`src/hdl/elevator_consts.svh`:
```
////////////////////
// Elevator constants
// Floor count, floor and timer widths,
// travel time per floor
////////////////////

`ifndef ELEVATOR_CONSTS_SVH
`define ELEVATOR_CONSTS_SVH

// Building size with floor 0 as the lowest
`define ELEV_NUM_FLOORS 11
`define ELEV_FLOOR_W 4
`define ELEV_TOP_FLOOR 10

// Clock cycles the car needs between two adjacent floors
`define ELEV_TRAVEL_CYCLES 8
`define ELEV_TIMER_W 4

`endif

```
`src/hdl/elevator_pkg.sv`:
```
////////////////////
// Elevator types
// Floor index, floor mask, car state and direction enums
////////////////////

`include "elevator_consts.svh"

package elevator_pkg;

    typedef logic [`ELEV_FLOOR_W-1:0] floor_t;

    // Bit i stands for floor i
    typedef logic [`ELEV_NUM_FLOORS-1:0] floor_mask_t;

    typedef enum logic [1:0] {
        CAR_STOPPED     = 2'd0,
        CAR_MOVING_UP   = 2'd1,
        CAR_MOVING_DOWN = 2'd2,
        CAR_PARKED      = 2'd3
    } car_state_t;

    typedef enum logic {
        DIR_DOWN = 1'b0,
        DIR_UP   = 1'b1
    } direction_t;

endpackage

```
`src/hdl/car_fsm.sv`:
```
////////////////////
// Car FSM
// Dispatch on target, stop on arrival, power switch park,
// emergency dispatch block, door lights
////////////////////

`timescale 1ns/1ps

module car_fsm import elevator_pkg::*; (
    input  logic       clock,
    input  logic       reset_n,
    input  logic       power_switch,
    input  logic       emergency_btn,
    input  logic       door_open_btn,
    input  logic       door_close_btn,
    input  logic       have_target,
    input  floor_t     target_floor,
    input  direction_t target_direction,
    input  floor_t     current_floor,
    input  logic       floor_arrive,
    output car_state_t car_state,
    output direction_t car_direction,
    output logic       flush_requests,
    output logic       door_open_light,
    output logic       door_close_light
);

    floor_t target_latch;
    logic   power_prev;
    logic   dispatch;

    // Leave a stop only with the switch low and no emergency
    assign dispatch = (car_state == CAR_STOPPED) && have_target &&
                      !emergency_btn && !power_switch;

    // Turning the switch on drops every pending request
    assign flush_requests = power_switch && !power_prev;

    ////////////////////
    // State register
    ////////////////////

    always_ff @(posedge clock or negedge reset_n) begin
        if (!reset_n) begin
            car_state     <= CAR_STOPPED;
            car_direction <= DIR_UP;
            power_prev    <= 1'b0;
        end else begin
            power_prev <= power_switch;
            case (car_state)
                CAR_STOPPED: begin
                    if (power_switch) begin
                        car_state <= CAR_PARKED;
                    end else if (dispatch) begin
                        car_state     <= (target_direction == DIR_UP) ?
                                         CAR_MOVING_UP : CAR_MOVING_DOWN;
                        car_direction <= target_direction;
                    end
                end
                CAR_MOVING_UP, CAR_MOVING_DOWN: begin
                    // Switch on during travel parks at the next floor reached
                    if (floor_arrive && power_switch) begin
                        car_state <= CAR_PARKED;
                    end else if (floor_arrive && (current_floor == target_latch)) begin
                        car_state <= CAR_STOPPED;
                    end
                end
                CAR_PARKED: begin
                    if (!power_switch) begin
                        car_state <= CAR_STOPPED;
                    end
                end
                default: car_state <= CAR_STOPPED;
            endcase
        end
    end

    // Target held for the whole trip
    always_ff @(posedge clock) begin
        if (dispatch) begin
            target_latch <= target_floor;
        end
    end

    // Doors are only operable at a normal stop
    assign door_open_light  = (car_state == CAR_STOPPED) && !emergency_btn &&
                              !power_switch && door_open_btn;
    assign door_close_light = (car_state == CAR_STOPPED) && !emergency_btn &&
                              !power_switch && door_close_btn;

endmodule

```
`src/hdl/car_position.sv`:
```
////////////////////
// Car position
// Travel timer and floor counter
////////////////////

`timescale 1ns/1ps

`include "elevator_consts.svh"

module car_position import elevator_pkg::*; (
    input  logic       clock,
    input  logic       reset_n,
    input  car_state_t car_state,
    output floor_t     current_floor,
    output logic       floor_arrive
);

    logic [`ELEV_TIMER_W-1:0] travel_count;
    logic                     leg_done;

    // Last cycle of a one floor leg
    assign leg_done = (travel_count == `ELEV_TIMER_W'(`ELEV_TRAVEL_CYCLES - 1));

    always_ff @(posedge clock or negedge reset_n) begin
        if (!reset_n) begin
            travel_count  <= '0;
            current_floor <= '0;
            floor_arrive  <= 1'b0;
        end else if ((car_state == CAR_MOVING_UP) || (car_state == CAR_MOVING_DOWN)) begin
            if (leg_done) begin
                travel_count <= '0;
                floor_arrive <= 1'b1;
                // Shaft ends hold the count
                if ((car_state == CAR_MOVING_UP) &&
                    (current_floor != floor_t'(`ELEV_TOP_FLOOR))) begin
                    current_floor <= current_floor + 1'b1;
                end else if ((car_state == CAR_MOVING_DOWN) && (current_floor != '0)) begin
                    current_floor <= current_floor - 1'b1;
                end
            end else begin
                travel_count <= travel_count + 1'b1;
                floor_arrive <= 1'b0;
            end
        end else begin
            travel_count <= '0;
            floor_arrive <= 1'b0;
        end
    end

endmodule

```
`src/hdl/elevator_top.sv`:
```
////////////////////
// Elevator controller top level
// Request store, target selector,
// car FSM and car position
////////////////////

`timescale 1ns/1ps

module elevator_top import elevator_pkg::*; (
    input  logic        clock,
    input  logic        reset_n,
    input  floor_mask_t floor_call_buttons,
    input  floor_mask_t panel_buttons,
    input  logic        door_open_btn,
    input  logic        door_close_btn,
    input  logic        emergency_btn,
    input  logic        power_switch,
    output floor_t      current_floor,
    output car_state_t  car_state,
    output direction_t  car_direction,
    output floor_mask_t call_button_lights,
    output floor_mask_t panel_button_lights,
    output logic        door_open_light,
    output logic        door_close_light
);

    // Pending requests toward the selector
    floor_mask_t up_requests;
    floor_mask_t down_requests;
    floor_mask_t panel_requests;

    // Selector result
    logic        have_target;
    floor_t      target_floor;
    direction_t  target_direction;

    logic        flush_requests;
    logic        floor_arrive;

    request_registers i_request_registers (
        .clock               (clock),
        .reset_n             (reset_n),
        .floor_call_buttons  (floor_call_buttons),
        .panel_buttons       (panel_buttons),
        .current_floor       (current_floor),
        .car_state           (car_state),
        .power_switch        (power_switch),
        .emergency_btn       (emergency_btn),
        .flush_requests      (flush_requests),
        .up_requests         (up_requests),
        .down_requests       (down_requests),
        .panel_requests      (panel_requests),
        .call_button_lights  (call_button_lights),
        .panel_button_lights (panel_button_lights)
    );

    target_selector i_target_selector (
        .current_floor    (current_floor),
        .car_direction    (car_direction),
        .up_requests      (up_requests),
        .down_requests    (down_requests),
        .panel_requests   (panel_requests),
        .have_target      (have_target),
        .target_floor     (target_floor),
        .target_direction (target_direction)
    );

    car_fsm i_car_fsm (
        .clock            (clock),
        .reset_n          (reset_n),
        .power_switch     (power_switch),
        .emergency_btn    (emergency_btn),
        .door_open_btn    (door_open_btn),
        .door_close_btn   (door_close_btn),
        .have_target      (have_target),
        .target_floor     (target_floor),
        .target_direction (target_direction),
        .current_floor    (current_floor),
        .floor_arrive     (floor_arrive),
        .car_state        (car_state),
        .car_direction    (car_direction),
        .flush_requests   (flush_requests),
        .door_open_light  (door_open_light),
        .door_close_light (door_close_light)
    );

    car_position i_car_position (
        .clock         (clock),
        .reset_n       (reset_n),
        .car_state     (car_state),
        .current_floor (current_floor),
        .floor_arrive  (floor_arrive)
    );

endmodule

```
`src/hdl/request_registers.sv`:
```
////////////////////
// Request registers
// Up, down and panel request bits with button lights,
// set on press, clear on stop, flush on park or emergency
////////////////////

`timescale 1ns/1ps

`include "elevator_consts.svh"

module request_registers import elevator_pkg::*; (
    input  logic        clock,
    input  logic        reset_n,
    input  floor_mask_t floor_call_buttons,
    input  floor_mask_t panel_buttons,
    input  floor_t      current_floor,
    input  car_state_t  car_state,
    input  logic        power_switch,
    input  logic        emergency_btn,
    input  logic        flush_requests,
    output floor_mask_t up_requests,
    output floor_mask_t down_requests,
    output floor_mask_t panel_requests,
    output floor_mask_t call_button_lights,
    output floor_mask_t panel_button_lights
);

    floor_mask_t above_mask;
    floor_mask_t below_mask;
    floor_mask_t stop_clear;
    floor_mask_t call_set;
    floor_mask_t panel_set;

    // Which floors lie above and below the car
    always_comb begin
        for (int i = 0; i < `ELEV_NUM_FLOORS; i++) begin
            above_mask[i] = (floor_t'(i) > current_floor);
            below_mask[i] = (floor_t'(i) < current_floor);
        end
    end

    // Buttons are ignored while the power switch holds the car
    assign call_set  = power_switch ? '0 : floor_call_buttons;
    assign panel_set = power_switch ? '0 : panel_buttons;

    // A stopped car serves its own floor, and this beats a new press
    assign stop_clear = (car_state == CAR_STOPPED) ?
                        (floor_mask_t'(1) << current_floor) : '0;

    ////////////////////
    // Request and light registers
    ////////////////////

    always_ff @(posedge clock or negedge reset_n) begin
        if (!reset_n) begin
            up_requests         <= '0;
            down_requests       <= '0;
            panel_requests      <= '0;
            call_button_lights  <= '0;
            panel_button_lights <= '0;
        end else if (flush_requests || emergency_btn) begin
            up_requests         <= '0;
            down_requests       <= '0;
            panel_requests      <= '0;
            call_button_lights  <= '0;
            panel_button_lights <= '0;
        end else begin
            // Hall call class depends on where the car is now
            up_requests         <= (up_requests | (call_set & above_mask)) & ~stop_clear;
            down_requests       <= (down_requests | (call_set & below_mask)) & ~stop_clear;
            panel_requests      <= (panel_requests | panel_set) & ~stop_clear;
            call_button_lights  <= (call_button_lights | call_set) & ~stop_clear;
            panel_button_lights <= (panel_button_lights | panel_set) & ~stop_clear;
        end
    end

endmodule

```
`src/hdl/target_selector.sv`:
```
////////////////////
// Target selector
// Priority scan over panel, up and down requests
// for the next target floor and its direction
////////////////////

`timescale 1ns/1ps

`include "elevator_consts.svh"

module target_selector import elevator_pkg::*; (
    input  floor_t      current_floor,
    input  direction_t  car_direction,
    input  floor_mask_t up_requests,
    input  floor_mask_t down_requests,
    input  floor_mask_t panel_requests,
    output logic        have_target,
    output floor_t      target_floor,
    output direction_t  target_direction
);

    // Top down scan so the nearest floor above the car is the last hit
    function automatic logic find_above(input floor_mask_t mask, input floor_t here,
                                        output floor_t idx);
        logic found;
        found = 1'b0;
        idx   = here;
        for (int i = `ELEV_NUM_FLOORS - 1; i >= 0; i--) begin
            if (mask[i] && (floor_t'(i) > here)) begin
                found = 1'b1;
                idx   = floor_t'(i);
            end
        end
        return found;
    endfunction

    // Nearest set floor below the car
    function automatic logic find_below(input floor_mask_t mask, input floor_t here,
                                        output floor_t idx);
        logic found;
        found = 1'b0;
        idx   = here;
        for (int i = 0; i < `ELEV_NUM_FLOORS; i++) begin
            if (mask[i] && (floor_t'(i) < here)) begin
                found = 1'b1;
                idx   = floor_t'(i);
            end
        end
        return found;
    endfunction

    logic   pa_hit, pb_hit, ua_hit, ub_hit, da_hit, db_hit;
    floor_t pa_idx, pb_idx, ua_idx, ub_idx, da_idx, db_idx;

    always_comb begin
        pa_hit = find_above(panel_requests, current_floor, pa_idx);
        pb_hit = find_below(panel_requests, current_floor, pb_idx);
        ua_hit = find_above(up_requests, current_floor, ua_idx);
        ub_hit = find_below(up_requests, current_floor, ub_idx);
        da_hit = find_above(down_requests, current_floor, da_idx);
        db_hit = find_below(down_requests, current_floor, db_idx);

        have_target  = 1'b1;
        target_floor = current_floor;

        // Panel requests first with the own direction before the other one
        if ((car_direction == DIR_UP) && pa_hit)        target_floor = pa_idx;
        else if ((car_direction == DIR_DOWN) && pb_hit) target_floor = pb_idx;
        else if (pa_hit)                                target_floor = pa_idx;
        else if (pb_hit)                                target_floor = pb_idx;
        // Hall calls heading our way and lying ahead
        else if ((car_direction == DIR_UP) && ua_hit)   target_floor = ua_idx;
        else if ((car_direction == DIR_DOWN) && db_hit) target_floor = db_idx;
        // Whatever is left
        else if (ua_hit)                                target_floor = ua_idx;
        else if (ub_hit)                                target_floor = ub_idx;
        else if (db_hit)                                target_floor = db_idx;
        else if (da_hit)                                target_floor = da_idx;
        else                                            have_target  = 1'b0;

        if (!have_target) begin
            target_direction = car_direction;
        end else if (target_floor > current_floor) begin
            target_direction = DIR_UP;
        end else begin
            target_direction = DIR_DOWN;
        end
    end

endmodule

```
`config.mk`:
```
export PLATFORM = sky130hd
export DESIGN_NAME = elevator_top
export DESIGN_NICKNAME = d
export VERILOG_FILES = /design/src/hdl/elevator_pkg.sv /design/src/hdl/car_fsm.sv /design/src/hdl/car_position.sv /design/src/hdl/elevator_top.sv /design/src/hdl/request_registers.sv /design/src/hdl/target_selector.sv
export VERILOG_INCLUDE_DIRS = /design/src /design/src/hdl
export SDC_FILE = /design/constraint.sdc
export NUM_CORES = 1
export LEC_CHECK = 0
export ABC_CLOCK_PERIOD_IN_PS = 11620
export BUFFER_PORTS_ARGS = -buffer_cell sky130_fd_sc_hd__buf_4
export CAP_MARGIN = 20
export CORE_MARGIN = 5
export CORE_UTILIZATION = 50
export DETAILED_ROUTE_END_ITERATION = 10
export MAX_ROUTING_LAYER = met4
export PLACE_DENSITY = 0.77
export SLEW_MARGIN = 20
export SYNTH_ARGS = -nofsm -noshare
export SYNTH_HDL_FRONTEND = slang
export SYNTH_HIERARCHICAL = 1
export SYNTH_SLANG_ARGS = --single-unit
export TNS_END_PERCENT = 50
```
`constraint.sdc`:
```
create_clock -name clock -period 11.62 [get_ports clock]
set_input_delay 1.162 -clock clock [delete_from_list [all_inputs] [get_ports clock]]
set_output_delay 1.162 -clock clock [all_outputs]
set_load 0.05 [all_outputs]
```
==> flow_metrics.py <==
metrics = {
    "timing": {
        "slew_violations": 0,
        "finalCritPeriodShare_pct": 40.4,
        "setup_violations": 0,
        "period_needed_ns": 4.69,
        "tightest_slew_ns": 0.861,
        "fmax_ghz": 0.213,
        "rsz0062_at_grt": "false",
        "hold_violations": 0,
        "fin_setup_tns_ns": 0,
        "skew_ns": 0.0165,
        "relSlewSlack_pct": 42.6,
    },
    "logic_synthesis": {
        "synthArstFlopShare_pct": 94.4,
        "synth-simple-area-share_pct": 26.0,
        "ys_warn_count": 6,
        "synth_mux_area_share_pct": 1.31,
        "ys_ff_latch": 72,
        "synthXorXnorAreaFrac_pct": 0.805,
        "avgSynthCellArea_sq_um": 8.61,
        "ys_seq_area_share_pct": 33.5,
        "synth_top_family_by_area": "compound AO/OA/AOI/OAI gates",
        "synth_fa_ha_area_share_pct": 3.13,
        "synth-edff-count": 4,
        "synth.distinct_cells": 96,
        "synth-compound-area-share_pct": 29.7,
        "synth_cells": 632,
        "syn-cell-area_sq_um": 5440,
        "ys.flop_type": "dfrtp_1",
        "syn_nets": 673,
    },
    "placement": {
        "routabilityCongestion": 1.04,
        "dpl_cell_area_sq_um": 5880,
        "placed_cells": 801,
        "dp_hpwl_microns": 11300,
        "io_buffers": 58,
    },
    "cells_and_area": {
        "fillCellCount": 991,
        "areaGrowthSynthToFinish_pct": 11.2,
        "diodes": 0,
        "final_common_cell": "nor2_1",
        "utilization_pct": 56.3,
        "drive_gt1_share_pct": 19.2,
        "instances_no_fill": 816,
        "mostFrequentLayoutCells": "83 x nor2_1, 63 x dfrtp_1, 62 x buf_4",
        "final_area_sq_um": 6050,
        "final_nets": 713,
    },
    "grt": {
        "antenna_found_initial": 0,
        "grt_pass1_vias": 4824,
        "top_usage_layer": "met2",
        "grt_util_met2_pct": 37.1,
        "grt_max_degree": 73,
        "grt_use_met3_pct": 3.22,
        "grt_first_pass_wirelength_microns": 25600,
        "track_usage_pct": 25.1,
        "grtUsageMet1_pct": 35.1,
        "grt-ovfl-total": 0,
    },
    "hold_path": {
        "hp-start": "i_car_position/travel_count[0]",
        "whs_path_depth": 1,
        "holdPathEnd": "i_car_position/travel_count[0]",
        "hp-class": "register to register",
    },
    "clock_tree": {
        "cts_hold_buffers": 0,
        "cts_buffer_depth": 2,
        "cts.clk_slew.worst_paths_ns": 0.07,
        "cts_sinks": 72,
        "root_buffer": "clkbuf_8",
        "insertion_delay_ns": 0.35,
        "cts_tree": "done",
        "cts_inserted_buffers": 9,
        "post_cts_buffers": 0,
        "h-tree-depth": 3,
        "ctsResizeCount": 0,
    },
    "detailed_routing": {
        "firstDrtPassIters": 5,
        "drtIter0Drc": 532,
        "vias_per_cell": 6.35,
        "drt_wl_total_microns": 15600,
        "routedWlPerCell_microns": 19.1,
        "num_vias": 5179,
        "antenna_left": 0,
        "drc": 0,
    },
    "setup_path": {
        "worstSetupStartpointType": "register",
        "cp.required_ns": 11.85,
        "r2r_start": "i_car_position/current_floor[3]",
        "cp.arrival_ns": 4.92,
        "r2r.worst_path.cells": 18,
        "worst_setup_path_end_kind": "register",
        "regToRegSetupSlack_ns": 6.93,
        "worstSetupPathType": "register to register",
        "rr_endpoint": "i_car_fsm/car_state[0]",
        "crit_fanout": 51,
    },
    "floorplanning": {
        "start_util_pct": 50.6,
        "rows": 38,
        "num_io_pins": 59,
        "core_sq_um": 10700,
        "dieArea_sq_um": 13100,
        "die_h_microns": 114,
        "die_x_microns": 114,
    },
    "pwr": {
        "leakage_uw": 0.00253,
        "peakVddDrop_mv": 0.125,
        "p_per_area_nw_per_um2": 127,
    },
    "status": {
        "status": "complete, no violations",
    },
    "job": {
        "maxCapViolCount": 0,
    },
}
cells by family after synthesis:
logic type | Yosys count
flip-flops | 72
adder cells (fa/ha/maj) | 13
AND/OR/NAND/NOR | 248
buffers and inverters | 58
XOR/XNOR | 5
AO/OA/AOI/OAI | 230
multiplexers | 6
how the worst max path moves through the flow:
stage	start	to	slack (ns)	cells past startpoint
CTS	i_car_position/current_floor[3]	i_car_fsm/car_state[0]	7.01	18
detailed placement	i_car_position/current_floor[3]	i_car_fsm/car_state[0]	7.01	18
global placement	i_car_position/current_floor[3]	i_car_fsm/car_state[0]	7.14	18
global route	i_car_position/current_floor[3]	i_car_fsm/car_state[0]	6.58	18
finish	i_car_position/current_floor[3]	i_car_fsm/car_state[0]	6.93	18
floorplan	i_car_position/current_floor[3]	i_car_fsm/car_state[0]	7.32	20
registers in the layout, summed over array words and instances, names as in the netlist:
name                                     count
i_car_fsm/car_direction                      1
i_car_fsm/power_prev                         1
i_request_registers/call_button_lights      11
i_request_registers/down_requests           11
i_car_position/current_floor                 4
i_request_registers/panel_button_lights     11
i_car_fsm/target_latch                       4
i_car_fsm/car_state                          2
i_request_registers/panel_requests          11
i_request_registers/up_requests             11
i_car_position/floor_arrive                  1
i_car_position/travel_count                  4
power by group:
group | internal (uW) | switching [uW] | leakage [uW]
sequential | 276 | 39.0 | 0.000947
clock | 83.1 | 94.3 | 0.0000901
combinational | 109 | 165 | 0.00149
total | 468 | 299 | 0.00253
area by class of cell:
cell class | count | area (sq um) | area share [%]
clock buffers | 11 | 141 | 2.34
multi-input cells | 502 | 3310 | 54.8
well taps | 140 | 175 | 2.90
repair buffers | 62 | 465 | 7.70
clock inverters | 4 | 28.8 | 0.476
inverters | 25 | 93.8 | 1.55
flip-flops and latches | 72 | 1830 | 30.2
synthesized netlist by cell type, drive strengths merged, types with 7 or more instances:
| cell type | n | share of area, % |
|---|---|---|
| a21boi | 8 | 1.1 |
| clkbuf | 12 | 0.83 |
| dfrtp | 67 | 31 |
| nor3 | 9 | 0.92 |
| o21a | 26 | 3.6 |
| a21oi | 50 | 4.7 |
| inv | 25 | 1.7 |
| o21ai | 45 | 4.5 |
| or2 | 7 | 0.81 |
| buf | 21 | 3.0 |
| nand2 | 35 | 2.4 |
| o22ai | 13 | 1.6 |
| a31oi | 9 | 1.0 |
| nand2b | 13 | 1.5 |
| nor2b | 40 | 4.6 |
| ha | 12 | 2.8 |
| nand3 | 9 | 0.92 |
| nor2 | 85 | 6.1 |
worst max-delay path: stages (launching register included):
cell	delay (ns)
dfrtp_2	0.59
buf_4	0.51
inv_2	0.29
a32oi_1	0.41
nand4_1	0.26
nand2b_1	0.23
a221o_1	0.35
o22ai_1	0.19
a211oi_1	0.09
ha_1	0.31
nor2b_1	0.13
o21ai_0	0.13
nand2b_1	0.07
a21oi_1	0.16
a41oi_1	0.07
mux2_4	0.29
o21ai_0	0.16
nand2_1	0.07
mux2_2	0.26
stage by stage:
| stage | setup slack, ns | hold WS, ns | power [uW] |
|---|---|---|---|
| 5_1_grt | 6.58 | 0.506 | 813 |
| 3_3_place_gp | 7.14 | 0.450 | 581 |
| 3_5_place_dp | 7.01 | 0.470 | 591 |
| 2_1_floorplan | 7.32 | 0.437 | 511 |
| 6_report | 6.93 | 0.478 | 766 |
| 4_1_cts | 7.01 | 0.480 | 771 |
per-layer routing:
| metal | up-vias | routed length, microns |
|---|---|---|
| met5 | - | 0 |
| li1 | 2404 | - |
| met2 | 238 | 7240 |
| met3 | 41 | 995 |
| met1 | 2496 | 6820 |
| met4 | 0 | 501 |
Power figures use the tool's default switching activity.
